File: config.mk
export PLATFORM = sky130hd
export DESIGN_NAME = cpu_top
export DESIGN_NICKNAME = d
export VERILOG_FILES = /design/src/logic/cpu_pkg.sv /design/src/logic/cpu_ctrl_if.sv /design/src/logic/cpu_alu.sv /design/src/logic/cpu_control.sv /design/src/logic/cpu_datapath.sv /design/src/logic/cpu_top.sv /design/src/logic/ins_decoder.sv
export SDC_FILE = /design/constraint.sdc
export NUM_CORES = 1
export LEC_CHECK = 0
export ABC_AREA = 1
export BUFFER_PORTS_ARGS = -buffer_cell sky130_fd_sc_hd__buf_2
export CAP_MARGIN = 40
export CORE_MARGIN = 2
export CORE_UTILIZATION = 60
export CTS_CLUSTER_DIAMETER = 30
export CTS_CLUSTER_SIZE = 12
export DETAILED_ROUTE_END_ITERATION = 16
export PLACE_DENSITY = 0.78
export RECOVER_POWER = 50
export SYNTH_ARGS = -nofsm -noshare
export SYNTH_HDL_FRONTEND = slang
export SYNTH_SLANG_ARGS = --single-unit
export TNS_END_PERCENT = 5
File: constraint.sdc
create_clock -name clk -period 5.9 [get_ports clk]
set_input_delay 0.59 -clock clk [delete_from_list [all_inputs] [get_ports clk]]
set_output_delay 0.59 -clock clk [all_outputs]
set_load 0.01 [all_outputs]
File: src/logic/cpu_pkg.sv
// cpu package
// shared widths, opcodes, special-function addresses and control encodings
// for the 8-bit 8051-style core

package cpu_pkg;

    // ------------------------------------------------------------------------
    // widths
    // ------------------------------------------------------------------------
    typedef logic [7:0]  byte_t;   // data byte
    typedef logic [15:0] addr_t;   // bus address
    typedef logic [7:0]  dir_t;    // direct ram address
    typedef logic [3:0]  phase_t;  // remaining steps of an instruction

    localparam addr_t  RESET_PC   = 16'h0000;
    localparam phase_t NOP_CYCLES = 4'd6;   // idle count, state lasts one more

    // special-function registers served inside the core
    localparam dir_t SFR_ACC = 8'hE0;
    localparam dir_t SFR_B   = 8'hF0;
    localparam dir_t SFR_PSW = 8'hD0;

    // ------------------------------------------------------------------------
    // supported opcodes, anything else runs as nop
    // ------------------------------------------------------------------------
    localparam byte_t OP_NOP       = 8'h00;
    localparam byte_t OP_MOV_A_IMM = 8'h74;
    localparam byte_t OP_MOV_A_DIR = 8'hE5;
    localparam byte_t OP_MOV_DIR_A = 8'hF5;
    localparam byte_t OP_ADD_IMM   = 8'h24;
    localparam byte_t OP_ADD_DIR   = 8'h25;
    localparam byte_t OP_ANL_IMM   = 8'h54;
    localparam byte_t OP_ORL_IMM   = 8'h44;
    localparam byte_t OP_XRL_IMM   = 8'h64;
    localparam byte_t OP_INC_A     = 8'h04;
    localparam byte_t OP_DEC_A     = 8'h14;
    localparam byte_t OP_LJMP      = 8'h02;

    // psw flag positions
    localparam int PSW_CY = 7;
    localparam int PSW_AC = 6;
    localparam int PSW_OV = 2;
    localparam int PSW_P  = 0;

    // one-hot sequencer states
    typedef enum logic [6:0] {
        ST_NOP    = 7'b000_0001,
        ST_FETCH  = 7'b000_0010,
        ST_DECODE = 7'b000_0100,
        ST_RAM_RD = 7'b000_1000,
        ST_ROM_RD = 7'b001_0000,
        ST_EXEC   = 7'b010_0000,
        ST_RAM_WR = 7'b100_0000
    } cpu_state_e;

    // operand routing, also names the address source of an access step
    typedef enum logic [2:0] {
        SRC_ACC      = 3'd0,
        SRC_RAM_DATA = 3'd1,
        SRC_ROM_DATA = 3'd2,
        SRC_PCH      = 3'd3,
        SRC_PCL      = 3'd4,
        SRC_NONE     = 3'd7
    } src_e;

    typedef enum logic [2:0] {
        ALU_PASS_B, ALU_ADD, ALU_AND, ALU_OR, ALU_XOR, ALU_INC, ALU_DEC
    } alu_op_e;

endpackage

File: src/logic/cpu_ctrl_if.sv
// sequencer to datapath control bundle
// state, access capture strobe and the decoded operand routing, with the
// instruction register returned to the decoder

`timescale 1ns/100ps

interface cpu_ctrl_if import cpu_pkg::*; ();

    cpu_state_e state;       // current sequencer state
    logic       capture;     // second cycle of an access state
    src_e       exec_src_a;  // destination or first operand
    src_e       exec_src_b;  // second operand or address source
    alu_op_e    alu_op;
    byte_t      instr;       // instruction register

    modport cpu_control (
        output state, capture, exec_src_a, exec_src_b, alu_op,
        input  instr
    );

    modport cpu_datapath (
        input  state, capture, exec_src_a, exec_src_b, alu_op,
        output instr
    );

endinterface

File: src/logic/cpu_alu.sv
// 8-bit alu
// add with carry, auxiliary carry and overflow, logic ops, increment,
// decrement and pass-through of the second operand

`timescale 1ns/100ps

module cpu_alu import cpu_pkg::*; (
    input  alu_op_e op,
    input  byte_t   a,
    input  byte_t   b,
    input  byte_t   psw_in,
    output byte_t   result,
    output byte_t   psw_out
);

    logic [8:0] sum;
    logic [4:0] low_sum;    // nibble sum for the auxiliary carry

    assign sum     = {1'b0, a} + {1'b0, b};
    assign low_sum = {1'b0, a[3:0]} + {1'b0, b[3:0]};

    always_comb begin
        result  = b;
        psw_out = psw_in;   // flags kept unless add
        case (op)
            ALU_PASS_B: result = b;
            ALU_ADD: begin
                result          = sum[7:0];
                psw_out[PSW_CY] = sum[8];
                psw_out[PSW_AC] = low_sum[4];
                psw_out[PSW_OV] = (a[7] == b[7]) && (sum[7] != a[7]);
            end
            ALU_AND: result = a & b;
            ALU_OR:  result = a | b;
            ALU_XOR: result = a ^ b;
            ALU_INC: result = a + 8'd1;   // wraps at ff
            ALU_DEC: result = a - 8'd1;
            default: result = b;
        endcase
    end

endmodule

File: src/logic/cpu_control.sv
// one-hot instruction sequencer
// steps nop, fetch, decode, rom/ram read, execute and ram write, counts the
// remaining steps of an instruction and registers the memory strobes

`timescale 1ns/100ps

module cpu_control import cpu_pkg::*; (
    input  logic                   clk,
    input  logic                   rst_n,
    cpu_ctrl_if.cpu_control        ctrl,
    output logic                   mem_rd,
    output logic                   mem_wr,
    output logic                   mem_sel
);

    cpu_state_e state;
    cpu_state_e state_d;
    cpu_state_e dec_next;
    phase_t     run_phase;
    phase_t     run_phase_d;
    phase_t     phase_init;
    phase_t     nop_cnt;
    phase_t     nop_cnt_d;
    src_e       src_a;
    src_e       src_b;
    alu_op_e    alu_op;
    logic       acc_phase;     // high in the second cycle of an access
    logic       first_decode;
    logic       is_access;
    logic       step_done;

    assign first_decode = (state == ST_DECODE) && (run_phase == 4'd0);

    ins_decoder u_decoder (
        .instr        (ctrl.instr),
        .run_phase    (run_phase),
        .first_decode (first_decode),
        .phase_init   (phase_init),
        .next_state   (dec_next),
        .src_a        (src_a),
        .src_b        (src_b),
        .alu_op       (alu_op)
    );

    assign is_access = state inside {ST_FETCH, ST_ROM_RD, ST_RAM_RD, ST_RAM_WR};
    assign step_done = (state == ST_EXEC) || (is_access && acc_phase);

    // ------------------------------------------------------------------------
    // next state
    // ------------------------------------------------------------------------
    always_comb begin
        state_d     = state;
        run_phase_d = run_phase;
        nop_cnt_d   = nop_cnt;
        case (state)
            ST_NOP: begin
                if (nop_cnt == 4'd0) begin
                    state_d   = ST_FETCH;
                    nop_cnt_d = NOP_CYCLES;   // ready for the next nop
                end else begin
                    nop_cnt_d = nop_cnt - 4'd1;
                end
            end
            ST_FETCH: begin
                run_phase_d = 4'd0;
                if (acc_phase)
                    state_d = ST_DECODE;
            end
            ST_DECODE: begin
                if (first_decode)
                    run_phase_d = phase_init;
                state_d = dec_next;
            end
            default: begin
                // one step finished, last one returns to fetch
                if (step_done) begin
                    run_phase_d = run_phase - 4'd1;
                    state_d     = (run_phase == 4'd1) ? ST_FETCH : ST_DECODE;
                end
            end
        endcase
    end

    always_ff @(posedge clk or negedge rst_n) begin
        if (!rst_n) begin
            state     <= ST_NOP;
            run_phase <= 4'd0;
            nop_cnt   <= NOP_CYCLES;
            acc_phase <= 1'b0;
            mem_rd    <= 1'b0;
            mem_wr    <= 1'b0;
            mem_sel   <= 1'b1;     // ram side when idle
        end else begin
            state     <= state_d;
            run_phase <= run_phase_d;
            nop_cnt   <= nop_cnt_d;
            acc_phase <= is_access && !acc_phase;
            // strobes follow the state being entered, high for both cycles
            mem_rd    <= state_d inside {ST_FETCH, ST_ROM_RD, ST_RAM_RD};
            mem_wr    <= (state_d == ST_RAM_WR);
            if (state_d inside {ST_RAM_RD, ST_RAM_WR})
                mem_sel <= 1'b1;
            else if (state_d inside {ST_FETCH, ST_ROM_RD})
                mem_sel <= 1'b0;
        end
    end

    assign ctrl.state      = state;
    assign ctrl.capture    = acc_phase;
    assign ctrl.exec_src_a = src_a;
    assign ctrl.exec_src_b = src_b;
    assign ctrl.alu_op     = alu_op;

    a_state_onehot: assert property (@(posedge clk) disable iff (!rst_n) $onehot(state));

    a_rd_wr_excl: assert property (@(posedge clk) disable iff (!rst_n) !(mem_rd && mem_wr));

endmodule

File: src/logic/cpu_datapath.sv
// cpu datapath
// pc, ir, acc, b, psw and the ram/rom data registers, operand selection,
// special-function register handling and the registered memory bus

`timescale 1ns/100ps

module cpu_datapath import cpu_pkg::*; (
    input  logic            clk,
    input  logic            rst_n,
    input  byte_t           data_in,
    cpu_ctrl_if.cpu_datapath ctrl,
    output addr_t           addr_bus,
    output byte_t           data_out
);

    addr_t pc, pc_d, addr_d;
    byte_t ir, acc, b_reg, psw;
    byte_t ram_data, rom_data;
    byte_t op_a, op_b, alu_res, alu_psw, psw_exec, sfr_rd;
    dir_t  dir;                     // direct address of the current access
    logic  access_hold;             // first cycle of an access, keep the bus

    function automatic byte_t operand(input src_e src);
        case (src)
            SRC_ACC:      return acc;
            SRC_RAM_DATA: return ram_data;
            SRC_ROM_DATA: return rom_data;
            SRC_PCH:      return pc[15:8];
            SRC_PCL:      return pc[7:0];
            default:      return 8'h00;
        endcase
    endfunction

    assign dir  = rom_data;
    assign op_a = operand(ctrl.exec_src_a);
    assign op_b = operand(ctrl.exec_src_b);

    cpu_alu u_alu (.op(ctrl.alu_op), .a(op_a), .b(op_b), .psw_in(psw),
                   .result(alu_res), .psw_out(alu_psw));

    always_comb begin
        psw_exec        = alu_psw;
        psw_exec[PSW_P] = ^alu_res;    // parity of the new accumulator
        case (dir)
            SFR_ACC: sfr_rd = acc;
            SFR_B:   sfr_rd = b_reg;
            SFR_PSW: sfr_rd = psw;
            default: sfr_rd = data_in;
        endcase
    end

    // ------------------------------------------------------------------------
    // program counter and bus address
    // ------------------------------------------------------------------------
    always_comb begin
        pc_d = pc;
        if (ctrl.state inside {ST_FETCH, ST_ROM_RD} && ctrl.capture)
            pc_d = pc + 16'd1;
        else if (ctrl.state == ST_EXEC && ctrl.exec_src_a == SRC_PCH)
            pc_d = {ram_data, rom_data};   // ljmp target
    end

    assign access_hold = !ctrl.capture &&
                         (ctrl.state inside {ST_FETCH, ST_ROM_RD, ST_RAM_RD, ST_RAM_WR});

    always_comb begin
        addr_d = addr_bus;
        if (ctrl.state == ST_DECODE)
            addr_d = (ctrl.exec_src_b == SRC_ROM_DATA) ? {8'h00, dir} : pc;
        else if (!access_hold)
            addr_d = pc_d;                 // next fetch address
    end

    always_ff @(posedge clk or negedge rst_n) begin
        if (!rst_n) begin
            pc       <= RESET_PC;
            ir       <= OP_NOP;
            acc      <= 8'h00;
            b_reg    <= 8'h00;
            psw      <= 8'h00;
            addr_bus <= RESET_PC;
        end else begin
            pc       <= pc_d;
            addr_bus <= addr_d;
            if (ctrl.state == ST_FETCH && ctrl.capture)
                ir <= data_in;
            if (ctrl.state == ST_EXEC && ctrl.exec_src_a == SRC_ACC) begin
                acc <= alu_res;
                psw <= psw_exec;
            end
            if (ctrl.state == ST_RAM_WR && ctrl.capture) begin
                case (dir)                 // sfr writes land here too
                    SFR_ACC: acc   <= data_out;
                    SFR_B:   b_reg <= data_out;
                    SFR_PSW: psw   <= data_out;
                    default: ;
                endcase
            end
        end
    end

    always_ff @(posedge clk) begin
        if (ctrl.state == ST_ROM_RD && ctrl.capture) begin
            if (ctrl.exec_src_a == SRC_RAM_DATA)
                ram_data <= data_in;       // ljmp high byte
            else
                rom_data <= data_in;
        end
        if (ctrl.state == ST_RAM_RD && ctrl.capture)
            ram_data <= sfr_rd;
        if (ctrl.state == ST_DECODE)
            data_out <= op_a;              // write data ready before the strobe
    end

    assign ctrl.instr = ir;

    a_addr_stable: assert property (@(posedge clk) disable iff (!rst_n)
        ctrl.capture |-> $stable(addr_bus));

endmodule

File: src/logic/cpu_top.sv
// cpu top level
// sequencer and datapath joined by the control bundle, with the memory bus
// brought out as plain strobes and split data ports

`timescale 1ns/100ps

module cpu_top import cpu_pkg::*; (
    input  logic  clk,
    input  logic  rst_n,
    input  byte_t data_in,
    output addr_t addr_bus,
    output byte_t data_out,
    output logic  read_en,
    output logic  write_en,
    output logic  memory_select   // 1 ram, 0 rom
);

    cpu_ctrl_if ctrl_if ();

    cpu_control u_control (
        .clk     (clk),
        .rst_n   (rst_n),
        .ctrl    (ctrl_if.cpu_control),
        .mem_rd  (read_en),
        .mem_wr  (write_en),
        .mem_sel (memory_select)
    );

    cpu_datapath u_datapath (
        .clk      (clk),
        .rst_n    (rst_n),
        .data_in  (data_in),
        .ctrl     (ctrl_if.cpu_datapath),
        .addr_bus (addr_bus),
        .data_out (data_out)
    );

endmodule

File: src/logic/ins_decoder.sv
// instruction decoder
// maps opcode and remaining step count to the next state, operand routing
// and alu operation; steps count down, the highest number runs first

`timescale 1ns/100ps

module ins_decoder import cpu_pkg::*; (
    input  byte_t      instr,
    input  phase_t     run_phase,
    input  logic       first_decode,
    output phase_t     phase_init,
    output cpu_state_e next_state,
    output src_e       src_a,
    output src_e       src_b,
    output alu_op_e    alu_op
);

    phase_t  step;     // step the fields describe
    alu_op_e exec_op;  // operation of the execute step

    // number of steps per opcode
    always_comb begin
        case (instr)
            OP_MOV_A_IMM, OP_ADD_IMM, OP_ANL_IMM,
            OP_ORL_IMM, OP_XRL_IMM:     phase_init = 4'd2;
            OP_MOV_A_DIR, OP_ADD_DIR:   phase_init = 4'd3;
            OP_MOV_DIR_A:               phase_init = 4'd2;
            OP_INC_A, OP_DEC_A:         phase_init = 4'd1;
            OP_LJMP:                    phase_init = 4'd3;
            default:                    phase_init = 4'd0;
        endcase
    end

    assign step = first_decode ? phase_init : run_phase;

    always_comb begin
        case (instr)
            OP_ADD_IMM, OP_ADD_DIR: exec_op = ALU_ADD;
            OP_ANL_IMM:             exec_op = ALU_AND;
            OP_ORL_IMM:             exec_op = ALU_OR;
            OP_XRL_IMM:             exec_op = ALU_XOR;
            OP_INC_A:               exec_op = ALU_INC;
            OP_DEC_A:               exec_op = ALU_DEC;
            default:                exec_op = ALU_PASS_B;  // plain moves
        endcase
    end

    // ------------------------------------------------------------------------
    // step table
    // ------------------------------------------------------------------------
    always_comb begin
        next_state = ST_NOP;
        src_a      = SRC_NONE;
        src_b      = SRC_NONE;
        alu_op     = exec_op;
        case (instr)
            OP_MOV_A_IMM, OP_ADD_IMM, OP_ANL_IMM, OP_ORL_IMM, OP_XRL_IMM: begin
                if (step == 4'd2) begin
                    next_state = ST_ROM_RD;       // immediate byte
                    src_a      = SRC_ROM_DATA;
                    src_b      = SRC_PCL;
                end else begin
                    next_state = ST_EXEC;
                    src_a      = SRC_ACC;
                    src_b      = SRC_ROM_DATA;
                end
            end
            OP_MOV_A_DIR, OP_ADD_DIR: begin
                case (step)
                    4'd3: begin
                        next_state = ST_ROM_RD;   // direct address
                        src_a      = SRC_ROM_DATA;
                        src_b      = SRC_PCL;
                    end
                    4'd2: begin
                        next_state = ST_RAM_RD;
                        src_a      = SRC_RAM_DATA;
                        src_b      = SRC_ROM_DATA;
                    end
                    default: begin
                        next_state = ST_EXEC;
                        src_a      = SRC_ACC;
                        src_b      = SRC_RAM_DATA;
                    end
                endcase
            end
            OP_MOV_DIR_A: begin
                next_state = (step == 4'd2) ? ST_ROM_RD : ST_RAM_WR;
                src_a      = (step == 4'd2) ? SRC_ROM_DATA : SRC_ACC;
                src_b      = (step == 4'd2) ? SRC_PCL : SRC_ROM_DATA;
            end
            OP_INC_A, OP_DEC_A: begin
                next_state = ST_EXEC;
                src_a      = SRC_ACC;
            end
            OP_LJMP: begin
                // high byte parks in ram data, low byte in rom data
                next_state = (step == 4'd1) ? ST_EXEC : ST_ROM_RD;
                src_a      = (step == 4'd3) ? SRC_RAM_DATA
                           : (step == 4'd2) ? SRC_ROM_DATA : SRC_PCH;
                src_b      = (step == 4'd1) ? SRC_NONE : SRC_PCL;
            end
            OP_NOP:  next_state = ST_NOP;
            default: next_state = ST_NOP;
        endcase
    end

endmodule

Word-level counts from Yosys, hierarchy flattened --
Index checks and enable logic that the tools add are counted. Widths: inputs -> output; s select.
Word-level totals: register bits after elaboration 107, input port bits 10, output and inout port bits 27
Cells by class: add/subtract/negate cells 7, equality and inequality tests 46, muxes and demuxes 47, bitwise operators 5, reduce and logical (&&, ||, !) cells 37
Operators with widths (count):
- $mux 16 | 5
- $pmux 8 s5 | 2
- $mux 8 | 9
- $pmux 8 s6 | 1
- $eq 8x8->1 const B | 5
- $pmux 7 s5 | 1
- $eq 8x7->1 const B | 4
- $mux 7 | 4
- $pmux 8 s3 | 1
- $pmux 7 s3 | 1
- $eq 3x2->1 const B | 6
- $pmux 3 s6 | 1
- $add 16x1->16 const B | 1
- $eq 8x6->1 const B | 2
- $eq 3x3->1 const B | 5
- $eq 7x2->1 const B | 2
- $eq 7x4->1 const B | 2
- $eq 7x5->1 const B | 2
- $eq 7x7->1 const B | 2
- $mux 4 | 3
- $mux 6 | 2
- $pmux 3 s4 | 1
- $pmux 4 s3 | 1
- $pmux 6 s2 | 1
- other kinds (42) | 78

Depth between registers and ports, before layout --
word-level depth 17, depth in mapped cells 40

Modules after synthesis --
A second synthesis with hierarchy kept.
Second synthesis, totals: cell total of the unflattened synthesis 1222, area total of the unflattened synthesis 8450.6 µm²
By module, submodules not included:
- cpu_datapath | instances 1, cells each 732, area each 5466.5 µm², sequential area each 2322.2 µm²
- cpu_alu | instances 1, cells each 222, area each 1218.7 µm², sequential area each 0.0 µm²
- cpu_control | instances 1, cells each 157, area each 1179.9 µm², sequential area each 480.5 µm²
- ins_decoder | instances 1, cells each 111, area each 585.6 µm², sequential area each 0.0 µm²

Least setup slack after synthesis --
Ideal clock, no wire load.
path type register to register, from register u_control.state[0] (netlist: u_control.ctrl.state[0]), to register u_datapath.psw[0], setup time 0.073 ns, arrival time 4.023 ns, data required time 5.827 ns, slack 1.804 ns, stages on the path, launching flop included 34, buffers on the path 0, period minus slack after synthesis 4.096 ns, path through dfstp_2 > inv_2 > nand2_2 > nor2_2 > nand2_2 > nor2_4 > inv_1 > nand2_1 > a21oi_2 > nand3_2 > nand2_4 > nor2_8 > nand2_1 > inv_1 > nand2_1 > o21ai_0 > nor2_1 > inv_1 > ha_1 > a21oi_1 > nor2_1 > nor2_1 > nand2_1 > nand3b_1 > o21ai_0 > a2111oi_0 > a21oi_1 > nand2_1 > nand2_1 > nand2_1 > nand2_1 > nand3_1 > nand3_1 > a21oi_2
Between the ends: longest elaborated chain between the ends 15
RTL lines:
- start: declaration | line cpu_control.sv:16 | cpu_state_e state;
- start signal: assignment | line cpu_control.sv:94 | state <= state_d;
- $eq 7x3->1 (*) | line cpu_control.sv:32 | assign first_decode = (state == ST_DECODE) && (run_phase == 4'd0);
- $logic_and 1x1->1 (*) | line cpu_control.sv:32
- $mux 4 (*)
- $eq 4x2->1
- $mux 1 | line ins_decoder.sv:100 | : (step == 4'd2) ? SRC_ROM_DATA : SRC_PCH;
- $mux 2 | line ins_decoder.sv:99 | src_a = (step == 4'd3) ? SRC_RAM_DATA
- $pmux 3 s4 (*) | line ins_decoder.sv:56 | case (instr)
- $eq 3x3->1 (tied with other cells) | line cpu_datapath.sv:24 | case (src)
- $pmux 8 s5 (*) | line cpu_datapath.sv:24
- named net u_datapath.op_a[1] | line cpu_datapath.sv:19 | byte_t op_a, op_b, alu_res, alu_psw, psw_exec, sfr_rd;
- $sub 8x1->8 (tied with other cells) | line cpu_alu.sv:37 | ALU_DEC: result = a - 8'd1;
- $pmux 8 s6 (*) | line cpu_alu.sv:25 | case (op)
- $reduce_xor 8->1 (*) | line cpu_datapath.sv:43 | psw_exec[PSW_P] = ^alu_res;
- $mux 8 (*) | line cpu_datapath.sv:87 | if (ctrl.state == ST_EXEC && ctrl.exec_src_a == SRC_ACC) begin
- $mux 8 | line cpu_datapath.sv:92 | case (dir)
- $mux 8 (*) | line cpu_datapath.sv:91 | if (ctrl.state == ST_RAM_WR && ctrl.capture) begin
- end signal: assignment | line cpu_datapath.sv:89 | psw <= psw_exec;
- end signal: assignment | line cpu_datapath.sv:95 | SFR_PSW: psw <= data_out;
- end: declaration | line cpu_datapath.sv:17 | byte_t ir, acc, b_reg, psw;
The timed path passes the listed nets; every way through them passes the cells marked *. A chain may end at the register's enable or synchronous reset.

Worst setup path in the final report --
Same ends and word-level chain as after synthesis.

==> flow_metrics.py <==
metrics = {
    "pwr": {
        "power_uw": 1350,
        "peakVddDrop_v": 0.000255,
        "p_leak_uw": 0.00382,
        "p_per_area_nw_per_um2": 168,
    },
    "logic_synthesis": {
        "synth_area_per_cell_um2": 7.28,
        "syn-num-nets": 1059,
        "synth_edf_count": 24,
        "synthCells": 1024,
        "yosys-top-cells-area": "dfrtp_1 (27%), nand2_1 (12%), edfxtp_1 (9.7%), inv_1 (7.1%), o21ai_0 (5.3%)",
        "ys_types": 53,
        "synth_top_area_cell": "dfrtp_1",
        "synth_top_area_share_pct": 26.5,
        "ys_seq_area_share_pct": 37.6,
        "syn_area_um2": 7450,
        "synth_flop_cell": "dfrtp_1",
        "yosysWarningCount": 0,
        "async_reset_ff_share_pct": 77.6,
        "synth.ff_latch_count": 107,
    },
    "setup_path": {
        "max_stage_delay_ns": 0.56,
        "end_kind": "flip-flop",
        "cp_common_cell": "nand2_1",
        "crit_start": "u_control.ctrl.state[0]$_DFF_PN1_",
        "required_ns": 6.20,
        "critPathKind": "flip-flop to flip-flop",
        "r2r_slack_ns": 0.91,
        "cp-start-kind": "flip-flop",
        "cpMaxStageDelayCell": "dfstp_2",
        "path_max_fanout": 15,
        "worstRegToRegCells": 37,
        "reg2reg_to": "u_datapath.psw[0]$_DFF_PN0_",
        "regToRegStartpoint": "u_control.ctrl.state[0]$_DFF_PN1_",
        "crit_arrival_ns": 5.29,
    },
    "floorplan": {
        "start_util_pct": 61.8,
        "dieWidth_um": 115,
        "die-area_um2": 13300,
        "die_h_um": 115,
        "core.rowCount": 40,
        "core_region_area_um2": 12100,
        "io_pins": 37,
    },
    "timing": {
        "worst_pin_slew_ns": 2.57,
        "fin_setup_tns_ns": 0,
        "setup_viol": 0,
        "fin_ws_ns": 0.912,
        "fin_crit_ns": 4.99,
        "max_clock_freq_ghz": 0.200,
        "hold_viol": 0,
        "maxSlewHeadroom_pct": -71.6,
        "skew_ns": 0.0118,
        "rsz0062_at_grt": "false",
        "slew_viol_final": 115,
        "final.period_utilization_pct": 84.5,
    },
    "clocking": {
        "post-cts-setup-buffer-count": 0,
        "cts_buffers": 9,
        "clk_latency_ns": 0.36,
        "cts_buffer_depth": 2,
        "clock-sinks": 107,
        "cts_root_buf": "clkbuf_16",
        "ctsHoldBuffers": 0,
        "cts_resized": 0,
        "htree_levels": 3,
        "clkSlewWorstSetupHoldPaths_ns": 0.08,
        "cts_tree": "built",
    },
    "global_route": {
        "antenna_found_initial": 0,
        "grt-ovfl-total": 0,
        "track_usage_pct": 32.6,
        "grt_pass1_vias": 6350,
        "grt_pass1_wl_mm": 33.1,
        "grt_max_degree": 50,
    },
    "cells_and_area": {
        "drive_gt1_share_pct": 11.1,
        "fin_util_pct": 66.7,
        "final_cell_mix": "nand2_1 (246), inv_1 (140), nor2_1 (104), o21ai_0 (79), dfrtp_1 (79)",
        "nFillCells": 1086,
        "layout_commonest_cell": "nand2_1",
        "areaGrowthSynthToFinish_pct": 7.97,
        "fin_nets": 1096,
        "antennaDiodeCount": 0,
        "top_regs": "u_datapath.addr_bus x16, u_datapath.pc x16",
    },
    "route": {
        "ant_nets": 0,
        "drc": 0,
        "first_iter_violations": 649,
        "drt-vias-per-instance": 5.69,
        "wl_per_cell_um": 16.6,
        "dr.pass1.iters": 6,
        "finalWirelength_mm": 20.5,
        "vias": 7016,
    },
    "min_path": {
        "hold_path.class": "flip-flop to flip-flop",
        "hold_end": "u_datapath.addr_bus[13]$_DFFE_PN0P_",
        "min_from": "u_datapath.addr_bus[13]$_DFFE_PN0P_",
        "min_path_cells": 2,
    },
    "status": {
        "violations": "max-capacitance violations, max-slew violations",
        "status": "finished, violations left",
    },
    "placed_design": {
        "place_ws_ns": 1.13,
        "post-dp-hpwl_mm": 16.0,
        "io_buffer_count": 36,
        "place.gp.congestion": 0.983,
    },
    "flow_run": {
        "drv_cap": 3,
    },
}
==> layer usage <==
| metal | wire (um) | vias to the layer above | part of all wire (%) | global-route usage (%) |
|---|---|---|---|---|
| met5 | 0 | - | 0 | 0 |
| met3 | 1930 | 25 | 9.4 | 5.86 |
| met1 | 9120 | 3255 | 44 | 47.6 |
| met4 | 392 | 0 | 1.9 | 8.92 |
| met2 | 9050 | 280 | 44 | 50.4 |
| li1 | - | 3456 | - | - |
==> worst max-delay path by stage <==
stage / end / depth (start not counted)
after floorplan: u_datapath.psw[0]$_DFF_PN0_ / 33
after global placement: u_datapath.psw[0]$_DFF_PN0_ / 37
after detailed placement: u_datapath.psw[0]$_DFF_PN0_ / 33
after CTS: u_datapath.psw[0]$_DFF_PN0_ / 33
after global routing: u_datapath.psw[0]$_DFF_PN0_ / 33
final: u_datapath.psw[0]$_DFF_PN0_ / 37
==> cell usage after synthesis (6+ instances only) <==
cell type / instances
nand3_2: 12
a22oi_1: 7
a31oi_1: 14
nor2_4: 6
clkbuf_1: 17
inv_2: 20
nand2_1: 245
o211ai_1: 8
nand2_2: 24
nor2_2: 11
nor3_1: 17
o22ai_1: 9
ha_1: 23
nor4_1: 11
inv_1: 140
nand3_1: 54
a21oi_1: 37
o221ai_1: 6
edfxtp_1: 24
xor2_1: 6
dfrtp_1: 79
o21ai_0: 79
nand4_1: 6
nor2_1: 104
==> through the flow <==
stage               area, um^2  std cells  hold WS, ns
floorplan                 7450       1024        0.294
detailed placement        7830       1218        0.470
global route              8050       1234        0.510
global placement          7810       1215        0.461
CTS                       8110       1234        0.185
finish                    8050       1234        0.482
==> power by group <==
group,total [uW],switching [uW],internal [uW]
Clock,579,285,294
Combinational,18.7,15.7,3.09
Sequential,755,0,755
==> cell families (layout without fill, tap and decap cells) <==
group,after synthesis,in the layout,synth area share [%]
simple gates,508,508,31.8
compound gates,191,191,15.5
buf+inv,182,224,9.38
flops,107,107,37.6
fa+ha+maj,25,25,4.40
xor+xnor,9,9,1.06
mux,2,2,0.302
==> cell type report <==
cell class	count	area, um^2	share of cell area, %
repair buffers	46	200	2.49
clock inverters	5	45.0	0.560
multi-input cells	735	3950	49.1
well taps	168	210	2.61
inverters	162	608	7.56
flip-flops and latches	107	2800	34.8
clock buffers	11	233	2.89
==> critical path, delay by kind of cell (launching register included) <==
family / cells / cell delay [ns]
buffers and inverters: 5 / 0.42
AND/OR/NAND/NOR: 26 / 2.79
AO/OA/AOI/OAI: 5 / 0.83
adder cells (fa/ha/maj): 1 / 0.34
flip-flops: 1 / 0.56
Power figures use the tool's default switching activity.
